## src/hw/decode_config.svh

```systemverilog
/*
 * Decode stage sizing
 * Word width, register file size and the link register number
 */
`ifndef DECODE_CONFIG_SVH
`define DECODE_CONFIG_SVH

// Word and register width
`define DATA_WIDTH 32

// Architectural registers
`define REG_COUNT 32
`define REG_IDX_W 5

`define LINK_REG 31  // Written by JAL

`endif

```

## src/hw/decodePkg.sv

```systemverilog
/*
 * Decode stage types
 * Opcode and function codes, instruction word views, control word
 */
`include "decode_config.svh"

package decodePkg;

    // Primary opcodes
    localparam logic [5:0] OP_SPECIAL = 6'h00;
    localparam logic [5:0] OP_REGIMM  = 6'h01;
    localparam logic [5:0] OP_J       = 6'h02;
    localparam logic [5:0] OP_JAL     = 6'h03;
    localparam logic [5:0] OP_BEQ     = 6'h04;
    localparam logic [5:0] OP_BNE     = 6'h05;
    localparam logic [5:0] OP_BLEZ    = 6'h06;
    localparam logic [5:0] OP_BGTZ    = 6'h07;
    localparam logic [5:0] OP_ADDIU   = 6'h09;
    localparam logic [5:0] OP_SLTI    = 6'h0a;
    localparam logic [5:0] OP_ORI     = 6'h0d;
    localparam logic [5:0] OP_LUI     = 6'h0f;
    localparam logic [5:0] OP_LW      = 6'h23;
    localparam logic [5:0] OP_SW      = 6'h2b;

    localparam logic [5:0] FUNCT_JR   = 6'h08;  // SPECIAL function field

    typedef enum logic [1:0] {
        kindR       = 2'd0,
        kindI       = 2'd1,
        kindJ       = 2'd2,
        kindInvalid = 2'd3
    } insnKind_e;

    typedef struct packed {
        logic [5:0]            opcode;
        logic [`REG_IDX_W-1:0] rs;
        logic [`REG_IDX_W-1:0] rt;
        logic [`REG_IDX_W-1:0] rd;
        logic [4:0]            shamt;
        logic [5:0]            funct;
    } rView_t;

    typedef struct packed {
        logic [5:0]            opcode;
        logic [`REG_IDX_W-1:0] rs;
        logic [`REG_IDX_W-1:0] rt;
        logic [15:0]           imm;
    } iView_t;

    typedef struct packed {
        logic [5:0]  opcode;
        logic [25:0] target;
    } jView_t;

    // Same 32 bits, field layout picked by opcode
    typedef union packed {
        rView_t r;
        iView_t i;
        jView_t j;
    } insnWord_u;

    typedef struct packed {
        insnKind_e kind;
        logic      regWe;
        logic      memRead;
        logic      memWe;
        logic      link;
    } ctrl_t;

endpackage

```

## src/hw/hazardIf.sv

```systemverilog
/*
 * Pending register writes
 * Destinations still in flight in the ALU and memory stages
 */
`timescale 1ns/1ps
`include "decode_config.svh"

interface hazardIf;

    logic                  aluWe;
    logic [`REG_IDX_W-1:0] aluRd;  // Execute stage destination
    logic                  memWe;
    logic [`REG_IDX_W-1:0] memRd;  // Memory stage destination

    // Top level fills it from its ports
    modport producer (output aluWe, aluRd, memWe, memRd);

    // Interlock logic
    modport check (input aluWe, aluRd, memWe, memRd);

    modport monitor (input aluWe, aluRd, memWe, memRd);

endinterface

```

## src/hw/regFile.sv

```systemverilog
/*
 * Integer register file
 * Two combinational read ports and one write port with write-through,
 * register 0 hardwired to zero
 */
`timescale 1ns/1ps
`include "decode_config.svh"

module regFile (
    input  logic                   clock,
    input  logic                   rstN,
    input  logic [`REG_IDX_W-1:0]  rsIdx,
    input  logic [`REG_IDX_W-1:0]  rtIdx,
    output logic [`DATA_WIDTH-1:0] rsData,
    output logic [`DATA_WIDTH-1:0] rtData,
    input  logic                   wbWe,
    input  logic [`REG_IDX_W-1:0]  wbRd,
    input  logic [`DATA_WIDTH-1:0] wbData
);

    logic [`DATA_WIDTH-1:0] regs [`REG_COUNT];
    logic                   wbValid;

    assign wbValid = wbWe && (wbRd != '0);  // Drop writes to r0

    always_ff @(posedge clock or negedge rstN) begin
        if (!rstN) begin
            for (int i = 0; i < `REG_COUNT; i++) begin
                regs[i] <= '0;
            end
        end else if (wbValid) begin
            regs[wbRd] <= wbData;
        end
    end

    // Same cycle writeback bypasses the array
    assign rsData = (wbValid && (wbRd == rsIdx)) ? wbData : regs[rsIdx];
    assign rtData = (wbValid && (wbRd == rtIdx)) ? wbData : regs[rtIdx];

endmodule

```

## src/hw/insnDecoder.sv

```systemverilog
/*
 * Instruction decoder
 * Control word, destination register, source use and extended immediate
 */
`timescale 1ns/1ps
`include "decode_config.svh"

module insnDecoder (
    input  decodePkg::insnWord_u   insn,
    output decodePkg::ctrl_t       ctrl,
    output logic [`REG_IDX_W-1:0]  dest,
    output logic                   useRs,
    output logic                   useRt,
    output logic [`DATA_WIDTH-1:0] imm
);

    import decodePkg::*;

    logic [`REG_IDX_W-1:0]  destRaw;
    logic                   hasDest;
    logic                   isJr;
    logic [`DATA_WIDTH-1:0] immSext;
    logic [`DATA_WIDTH-1:0] immZext;
    logic [`DATA_WIDTH-1:0] targetZext;

    assign isJr       = (insn.r.funct == FUNCT_JR);
    assign immSext    = {{(`DATA_WIDTH-16){insn.i.imm[15]}}, insn.i.imm};
    assign immZext    = {{(`DATA_WIDTH-16){1'b0}}, insn.i.imm};
    assign targetZext = {{(`DATA_WIDTH-26){1'b0}}, insn.j.target};

    always_comb begin
        ctrl      = '0;
        ctrl.kind = kindInvalid;  // Unknown opcodes stay here
        destRaw   = '0;
        hasDest   = 1'b0;
        useRs     = 1'b0;
        useRt     = 1'b0;
        imm       = '0;

        case (insn.r.opcode)
            OP_SPECIAL: begin
                ctrl.kind = kindR;
                useRs     = 1'b1;
                useRt     = !isJr;
                hasDest   = !isJr;  // JR only reads rs
                destRaw   = insn.r.rd;
            end
            OP_ADDIU, OP_SLTI: begin
                ctrl.kind = kindI;
                useRs     = 1'b1;
                hasDest   = 1'b1;
                destRaw   = insn.i.rt;
                imm       = immSext;
            end
            OP_ORI: begin
                ctrl.kind = kindI;
                useRs     = 1'b1;
                hasDest   = 1'b1;
                destRaw   = insn.i.rt;
                imm       = immZext;
            end
            OP_LUI: begin
                ctrl.kind = kindI;
                hasDest   = 1'b1;
                destRaw   = insn.i.rt;
                imm       = immZext << 16;
            end
            OP_LW: begin
                ctrl.kind    = kindI;
                ctrl.memRead = 1'b1;
                useRs        = 1'b1;
                hasDest      = 1'b1;
                destRaw      = insn.i.rt;
                imm          = immSext;
            end
            OP_SW: begin
                ctrl.kind  = kindI;
                ctrl.memWe = 1'b1;
                useRs      = 1'b1;
                useRt      = 1'b1;  // Store data
                imm        = immSext;
            end
            OP_BEQ, OP_BNE: begin
                ctrl.kind = kindI;
                useRs     = 1'b1;
                useRt     = 1'b1;
                imm       = immSext;
            end
            OP_BLEZ, OP_BGTZ, OP_REGIMM: begin
                ctrl.kind = kindI;  // Compare against zero
                useRs     = 1'b1;
                imm       = immSext;
            end
            OP_J: begin
                ctrl.kind = kindJ;
                imm       = targetZext;
            end
            OP_JAL: begin
                ctrl.kind = kindJ;
                ctrl.link = 1'b1;
                hasDest   = 1'b1;
                destRaw   = `REG_IDX_W'(`LINK_REG);
                imm       = targetZext;
            end
            default: begin
            end
        endcase

        // No write to r0, and no destination shown without a write
        ctrl.regWe = hasDest && (destRaw != '0);
        dest       = ctrl.regWe ? destRaw : '0;
    end

endmodule

```

## src/hw/hazardUnit.sv

```systemverilog
/*
 * Read-after-write interlock
 * Stalls when a used source is still pending in the ALU or memory stage
 */
`timescale 1ns/1ps
`include "decode_config.svh"

module hazardUnit (
    hazardIf.check                hz,
    input  logic [`REG_IDX_W-1:0] rsIdx,
    input  logic [`REG_IDX_W-1:0] rtIdx,
    input  logic                  useRs,
    input  logic                  useRt,
    output logic                  stall
);

    logic rsAluHit;
    logic rsMemHit;
    logic rtAluHit;
    logic rtMemHit;
    logic rsHazard;
    logic rtHazard;

    // One stage's pending write against one source
    function automatic logic pendingMatch(
        input logic [`REG_IDX_W-1:0] idx,
        input logic                  stageWe,
        input logic [`REG_IDX_W-1:0] stageRd
    );
        return stageWe && (stageRd == idx);
    endfunction

    assign rsAluHit = pendingMatch(rsIdx, hz.aluWe, hz.aluRd);
    assign rsMemHit = pendingMatch(rsIdx, hz.memWe, hz.memRd);
    assign rtAluHit = pendingMatch(rtIdx, hz.aluWe, hz.aluRd);
    assign rtMemHit = pendingMatch(rtIdx, hz.memWe, hz.memRd);

    // r0 never carries a real dependency
    assign rsHazard = useRs && (rsIdx != '0) && (rsAluHit || rsMemHit);
    assign rtHazard = useRt && (rtIdx != '0) && (rtAluHit || rtMemHit);

    // Writeback is not checked, the register file forwards it
    assign stall = rsHazard || rtHazard;

endmodule

```

## src/hw/decodeStage.sv

```systemverilog
/*
 * Pipeline decode stage
 * Valid/ready input from fetch, register read with interlock,
 * registered valid/ready output toward execute
 */
`timescale 1ns/1ps
`include "decode_config.svh"

module decodeStage (
    input  logic                   clock,
    input  logic                   rstN,
    input  logic                   insnValid,
    output logic                   insnReady,
    input  logic [`DATA_WIDTH-1:0] insnWord,
    input  logic [`DATA_WIDTH-1:0] insnPc,
    input  logic                   wbWe,
    input  logic [`REG_IDX_W-1:0]  wbRd,
    input  logic [`DATA_WIDTH-1:0] wbData,
    input  logic                   aluWe,
    input  logic [`REG_IDX_W-1:0]  aluRd,
    input  logic                   memWe,
    input  logic [`REG_IDX_W-1:0]  memRd,
    input  logic                   outReady,
    output logic                   outValid,
    output logic [`DATA_WIDTH-1:0] outPc,
    output logic [`DATA_WIDTH-1:0] outInsn,
    output logic [`DATA_WIDTH-1:0] outRsData,
    output logic [`DATA_WIDTH-1:0] outRtData,
    output logic [`DATA_WIDTH-1:0] outImm,
    output logic [`REG_IDX_W-1:0]  outDest,
    output decodePkg::insnKind_e   outKind,
    output logic                   outRegWe,
    output logic                   outMemRead,
    output logic                   outMemWe,
    output logic                   outLink
);

    import decodePkg::*;

    insnWord_u              insn;
    ctrl_t                  decCtrl;
    logic [`REG_IDX_W-1:0]  decDest;
    logic [`DATA_WIDTH-1:0] decImm;
    logic                   useRs;
    logic                   useRt;
    logic [`DATA_WIDTH-1:0] rsData;
    logic [`DATA_WIDTH-1:0] rtData;
    logic                   stall;
    logic                   accept;
    ctrl_t                  outCtrl;

    hazardIf hz ();

    assign hz.aluWe = aluWe;
    assign hz.aluRd = aluRd;
    assign hz.memWe = memWe;
    assign hz.memRd = memRd;

    assign insn = insnWord;

    regFile uRegFile (
        .clock  (clock),
        .rstN   (rstN),
        .rsIdx  (insn.r.rs),
        .rtIdx  (insn.r.rt),
        .rsData (rsData),
        .rtData (rtData),
        .wbWe   (wbWe),
        .wbRd   (wbRd),
        .wbData (wbData)
    );

    insnDecoder uDecoder (
        .insn  (insn),
        .ctrl  (decCtrl),
        .dest  (decDest),
        .useRs (useRs),
        .useRt (useRt),
        .imm   (decImm)
    );

    hazardUnit uHazard (
        .hz    (hz),
        .rsIdx (insn.r.rs),
        .rtIdx (insn.r.rt),
        .useRs (useRs),
        .useRt (useRt),
        .stall (stall)
    );

    // Slot is free if empty or drained this cycle
    assign insnReady = (!outValid || outReady) && !(insnValid && stall);
    assign accept    = insnValid && insnReady;

    always_ff @(posedge clock or negedge rstN) begin
        if (!rstN) begin
            outValid <= 1'b0;
        end else if (accept) begin
            outValid <= 1'b1;
        end else if (outReady) begin
            outValid <= 1'b0;  // Drained, nothing new
        end
    end

    // Operands captured at accept, later writebacks do not touch them
    always_ff @(posedge clock) begin
        if (accept) begin
            outPc     <= insnPc;
            outInsn   <= insnWord;
            outRsData <= rsData;
            outRtData <= rtData;
            outImm    <= decImm;
            outDest   <= decDest;
            outCtrl   <= decCtrl;
        end
    end

    assign outKind    = outCtrl.kind;
    assign outRegWe   = outCtrl.regWe;
    assign outMemRead = outCtrl.memRead;
    assign outMemWe   = outCtrl.memWe;
    assign outLink    = outCtrl.link;

endmodule

```

## config.mk

```make
export PLATFORM = sky130hd
export DESIGN_NAME = decodeStage
export DESIGN_NICKNAME = d
export VERILOG_FILES = /design/src/hw/decodePkg.sv /design/src/hw/hazardIf.sv /design/src/hw/regFile.sv /design/src/hw/insnDecoder.sv /design/src/hw/hazardUnit.sv /design/src/hw/decodeStage.sv
export VERILOG_INCLUDE_DIRS = /design/src /design/src/hw
export SDC_FILE = /design/constraint.sdc
export NUM_CORES = 2
export LEC_CHECK = 0
export BUFFER_PORTS_ARGS = -buffer_cell sky130_fd_sc_hd__buf_2
export CAP_MARGIN = 10
export CORE_MARGIN = 10
export CORE_UTILIZATION = 60
export DETAILED_ROUTE_END_ITERATION = 12
export PLACE_DENSITY = 0.76
export SKIP_CTS_REPAIR_TIMING = 1
export SLEW_MARGIN = 5
export SYNTH_ARGS = -nofsm -noshare
export SYNTH_HDL_FRONTEND = slang
export SYNTH_SLANG_ARGS = --single-unit
```

## constraint.sdc

```tcl
create_clock -name clock -period 15.2 [get_ports clock]
set_clock_uncertainty 0.2 [all_clocks]
set_input_delay 0.76 -clock clock [delete_from_list [all_inputs] [get_ports clock]]
set_output_delay 0.76 -clock clock [all_outputs]
set_load 0.005 [all_outputs]
```

**After elaboration in Yosys (flattened, before gate mapping)**

Cells that the tools add are included.
Widths: inputs -> output; s select.

- Add/subtract/negate cells: 0
- Multiply operators: 0
- Div/mod/pow operators: 0
- $lt $le $gt $ge: 4
- Equality and inequality tests: 20
- Shifts and indexed selects: 0
- Multiplexer cells: 22
- Bitwise operators: 3
- Reduce and logical (&&, ||, !) cells: 36

Operators with widths:

| kind | count |
|---|---|
| $bwmux 1024 | 1 |
| $bmux 32 s5 | 2 |
| $mux 32 | 7 |
| $demux 32 s5 | 1 |
| $pmux 32 s4 | 1 |
| $eq 5x5->1 | 6 |
| $eq 6x4->1 const B | 5 |
| $eq 6x3->1 const B | 4 |
| $reduce_or 11->1 | 2 |
| $reduce_bool 5->1 | 4 |
| $ge 6x6->1 const B | 3 |
| $not 5->6 | 3 |
| $logic_and 1x1->1 | 16 |
| $pmux 5 s3 | 1 |
| $eq 6x2->1 const B | 2 |
| $eq 6x6->1 const B | 2 |
| $reduce_or 9->1 | 1 |
| $eq 6x1->1 const B | 1 |
| $logic_not 6->1 | 1 |
| $lt 6x1->1 const B | 1 |
| $mux 1 | 6 |
| $pmux 2 s3 | 1 |
| $reduce_or 6->1 | 1 |
| $reduce_or 5->1 | 1 |
| 6 further kinds | 12 |

- Register bits after elaboration: 1196
- Latch bits: 0
- RAM bits: 0
- Memory bits (read-only): 0
- Input bits: 118
- Output and inout bits: 173
- Word-level logic and storage cells: 129
- Memories: 0

**Logic depth before layout (Yosys ltp)**

- Word-level depth: 11
- Gate-level depth with buffers: 10
- Mapped depth without buffers: 5

**By module**

From an unflattened synthesis, not the netlist that was laid out.

- Cell total of the unflattened synthesis: 3798
- Area, all modules: 59594.7 sq um

Modules (own cells, without submodules):

| module | instances | cells an instance | area an instance (sq um) | sequential area each (sq um) |
|---|---|---|---|---|
| regFile | 1 | 3483 | 53445.0 | 25624.6 |
| decodeStage | 1 | 177 | 5195.0 | 5159.9 |
| insnDecoder | 1 | 105 | 693.2 | 0.0 |
| hazardUnit | 1 | 33 | 261.5 | 0.0 |

**Worst setup path after synthesis**

Ideal clock, no wire load.

- Path kind: input to register
- Start point: input port insnWord[16]
- End point: register outDest[0] (enable)
- Library setup time: 0.913 ns
- Arrival time: 13.739 ns
- Data required time: 14.087 ns
- Slack: 0.348 ns
- Stages: 8
- Buffers on the path: 5
- Cell sequence: buf_2 buf_6 buf_4 buf_4 buf_4 or3_1 and3_1 nor3_1

- Cells in the longest elaborated chain, start to end: 9
- Elaborated cells between the ends (all ways): 13
- Classes of those cells: 2 x eq/ne; 11 x reduce/logical

Ends and longest elaborated chain:

| item | RTL line | source |
|---|---|---|
| from (decl) | decodeStage.sv:14 | `` input logic [`DATA_WIDTH-1:0] insnWord, `` |
| $eq 5x5->1 | hazardUnit.sv:30 | `return stageWe && (stageRd == idx);` |
| $logic_and 1x1->1 | hazardUnit.sv:30 |  |
| $logic_or 1x1->1 | hazardUnit.sv:40 | `assign rtHazard = useRt && (rtIdx != '0) && (rtAluHit \|\| rtMemHit);` |
| $logic_and 1x1->1 * | hazardUnit.sv:40 |  |
| $logic_or 1x1->1 * | hazardUnit.sv:43 | `assign stall = rsHazard \|\| rtHazard;` |
| $logic_and 1x1->1 * | decodeStage.sv:92 | `assign insnReady = (!outValid \|\| outReady) && !(insnValid && stall);` |
| $logic_not 1->1 * | decodeStage.sv:92 |  |
| $logic_and 1x1->1 * | decodeStage.sv:92 |  |
| $logic_and 1x1->1 * | decodeStage.sv:93 | `assign accept = insnValid && insnReady;` |
| named net accept | decodeStage.sv:49 | `logic accept;` |
| to (signal assigned) | decodeStage.sv:113 | `outDest <= decDest;` |
| to (decl) | decodeStage.sv:30 | `` output logic [`REG_IDX_W-1:0] outDest, `` |

Mark *: on every way through the listed nets, which the timed path passes. The rest lies on a longest branch.
A chain may end at the register's enable or synchronous reset.

**Worst setup path in the final report**

- Start point: input port insnWord[16]
- End point: register outRtData[14] (data pin)

- Cells in the longest elaborated chain, start to end: 5
- Elaborated cells between the ends (all ways): 7
- Classes of those cells: 1 x eq/ne; 4 x mux; 1 x bitwise; 1 x reduce/logical

Ends and longest elaborated chain:

| item | RTL line | source |
|---|---|---|
| $not 5->6 (implied by the code) | regFile.sv:38 | `assign rtData = (wbValid && (wbRd == rtIdx)) ? wbData : regs[rtIdx];` |
| $bmux 32 s5 | regFile.sv:38 |  |
| $mux 32 (implied by the code) (2 in series) | regFile.sv:38 |  |
| $mux 32 * | regFile.sv:38 |  |
| named net rtData[14] | decodeStage.sv:47 | `` logic [`DATA_WIDTH-1:0] rtData; `` |
| to (signal assigned) | decodeStage.sv:111 | `outRtData <= rtData;` |
| to (decl) | decodeStage.sv:28 | `` output logic [`DATA_WIDTH-1:0] outRtData, `` |

Mark *: on every way through the listed nets, which the timed path passes. The rest lies on a longest branch. The select of a mux whose other input is x is not followed.

==> results.txt <==
status - complete, no violations
Final Hold Vio Count - 0
Critical Path Start Type - input port
Longest Clk Path Bufs - 3
Vias - 39.3k
Slew Viols, Final - 0
commonest non-fill, non-tap cell in the layout - dfrtp_1
Root Buffer - clkbuf_16
Row Count - 115
Post-synth EDFFs - 171
setup TNS - 0 ns
pwr dens - 136 nW/um^2
Synth Cell Area - 60,100 sq um
area of the multi-input gates - 27,500 sq um
minimum clock period after layout - 4.74 ns
Max-slew headroom - 7.84%
RSZ-0062 raised after global routing - no
CP dominant cell by count - buf_4
Total GRT Usage - 32.6%
core area - 98,900 sq um
async set or reset register ratio after synthesis - 85.7%
layout cell share with drive strength beyond 1 - 51.8%
Reg clk slew, reported paths - 0.06 ns
clk sink count - 1,196
crit path cell chain - buf_8, buf_4, buf_4, buf_4, mux4_2, a211oi_1, a21oi_1, a22o_1
final core utilization - 67.6%
total I/O pin count - 291
Detail Route Antenna Nets - 0
sequential cell area - 30,800 sq um
Area growth, synth to finish - 11.2%
Critical Path AT - 5.02 ns
r2r endpoint - outRtData[19]
Critical Path Fanout Max - 57
Synth Flop Type - dfrtp_1
syn nets - 4,021
Initial DRC Count - 4,256
Worst Path Required - 15.49 ns
# fillers - 6,731
post-DP HPWL - 107 mm
Die Area - 113,000 sq um
total of warnings raised by yosys - 0
drt via density - 7.28
die boundary height - 336 um
Pre-antenna DRT Iters - 7
WL/cell - 34.4 um
initial antenna violation count - 19
Skew-Pair Late Insertion Delay - 0.74 ns
LEAKAGE - 28.5 nW
fmax - 211 MHz
Hold WC Path Type - input port to flip-flop
share of the clock period used by the worst path - 31.2%
Max-Cap Viols - 0
WS Path Type - input port to flip-flop
DRC Markers - 0
FF+latch count, synth - 1,196
crit end category - flip-flop
post-synth cell types - 62
global-route wire length before repair - 270 mm
FF-to-FF Start - outValid
number of global-route vias before repair - 40.0k
Seq/Total Area, Yosys - 51.3%
CTS Buf Count - 131
largest net degree at the start of global routing - 181
GP Congestion - 0.865
Cells after Synth - 3,903
Slew @ Worst Pin - 1.38 ns
most frequent cells in the layout - 1,025 x dfrtp_1, 1,002 x mux2_2, 481 x mux4_2
number of port buffers - 290
Starting Density - 60.7%
Detailed Route WL - 186 mm
H-tree level count - 4
Die Wd - 336 um
CTS tree - built
crit path to - outRtData[14]
reg2reg setup slack - 12.79 ns
slowest CP cell - buf_4
Crit path largest cell delay - 0.84 ns
worst r2r path cells - 3
VDD IR max - 0.0803 mV
gr ovfl total - 0
Final setup viols - 0
Final Net Count - 4,120
synthesized area per cell - 15.4 sq um
Critical Path Source - insnWord[16]
==> registers in the layout (all words and copies together) (netlist names) <==
signal,count
outRegWe,1
outPc,32
outValid,1
outRtData,32
outLink,1
outRsData,32
outMemWe,1
outDest,5
outInsn,32
outKind,2
outMemRead,1
uRegFile.regs,1024
outImm,32
==> where the power goes <==
part / internal [mW] / leakage [nW] / switching [mW]
Sequential: 3.81 / 14.8 / 0.410
Combinational: 0.942 / 11.5 / 0.622
Clock: 1.96 / 2.20 / 1.33
Total: 6.71 / 28.5 / 2.36
==> critical path, delay by kind of cell <==
family	cells	cell delay, ns
AO/OA/AOI/OAI	3	0.58
buffers and inverters	4	2.91
multiplexers	1	0.60
==> logic make-up after synthesis <==
group	after synthesis	synth area share [%]
buffers and inverters	438	3.29
flip-flops	1196	51.3
AND/OR/NAND/NOR	286	2.63
XOR/XNOR	30	0.438
AO/OA/AOI/OAI	414	4.61
multiplexers	1539	37.8
==> per-stage QoR <==
step / power (mW) / instance area, sq um / worst slack, ns / instances / hold WS, ns
2_1_floorplan: 5.31 / 60100 / 0.348 / 3903 / 0.241
3_3_place_gp: 5.72 / 62100 / 9.64 / 5134 / 0.176
3_5_place_dp: 5.80 / 62100 / 9.64 / 5134 / 0.183
4_1_cts: 9.06 / 66600 / 10.41 / 5370 / -0.129
5_1_grt: 9.38 / 66800 / 10.07 / 5393 / 0.000632
6_report: 9.07 / 66800 / 10.46 / 5397 / 0.0139
==> cell usage after synthesis, types with 5 or more instances <==
library cell  number  area, sq um
buf_2             70          350
nor2b_1           12         75.1
a221oi_1          14          123
buf_6             11          124
a22o_1            26          228
or3_1             10         62.6
nor2_1            37          139
inv_1              6         22.5
mux2_2          1002        11300
xnor2_1           22          193
mux4_2           481        10800
and3_1             5         31.3
a21o_1             6         45.0
xor2_1             8         70.1
and2_1            18          113
a22oi_1           53          398
a211oi_1          10         75.1
o21ai_0           52          260
clkbuf_1         217          815
nand2_1           78          293
nor4_1             6         37.5
mux2i_1           55          551
a221o_1           11          110
edfxtp_1         171         5130
buf_4             43          323
nor3_1             8         40.0
buf_1             89          334
nand3_1           31          155
or4_1             38          285
o221ai_1          10         87.6
o22ai_1          164         1030
a31oi_1            9         56.3
a21oi_1           41          205
nand3b_1           7         52.6
nand2b_1           7         43.8
dfrtp_1         1025        25600
nand4_1            7         43.8
==> final cells by class <==
cell class	count	share of cell area, %
multi-input cells	2269	41.1
diodes	5	0.0187
clock inverters	50	0.766
clock buffers	186	5.89
inverters	7	0.0393
flip-flops and latches	1196	46.1
repair buffers	397	3.66
well taps	1287	2.41
==> worst min-delay path by stage <==
stage                        startpoint                   to  slack, ns  cells after the start
finish                        insnPc[6]             outPc[6]       0.01                      1
global placement    uRegFile.regs[1010]  uRegFile.regs[1010]       0.18                      0
floorplan           uRegFile.regs[1000]  uRegFile.regs[1000]       0.24                      1
global route                 insnPc[16]            outPc[16]     0.0006                      1
detailed placement  uRegFile.regs[1012]  uRegFile.regs[1012]       0.18                      0
CTS                                rstN   uRegFile.regs[917]      -0.13                      1
==> per-layer routing <==
metal | part of all wire [%] | global-route usage (%)
met5 | 0.087 | 0
met3 | 12 | 11.1
met1 | 38 | 43.0
met2 | 45 | 48.6
met4 | 5.0 | 15.5
Note: power is estimated with default switching activity, not from simulation.
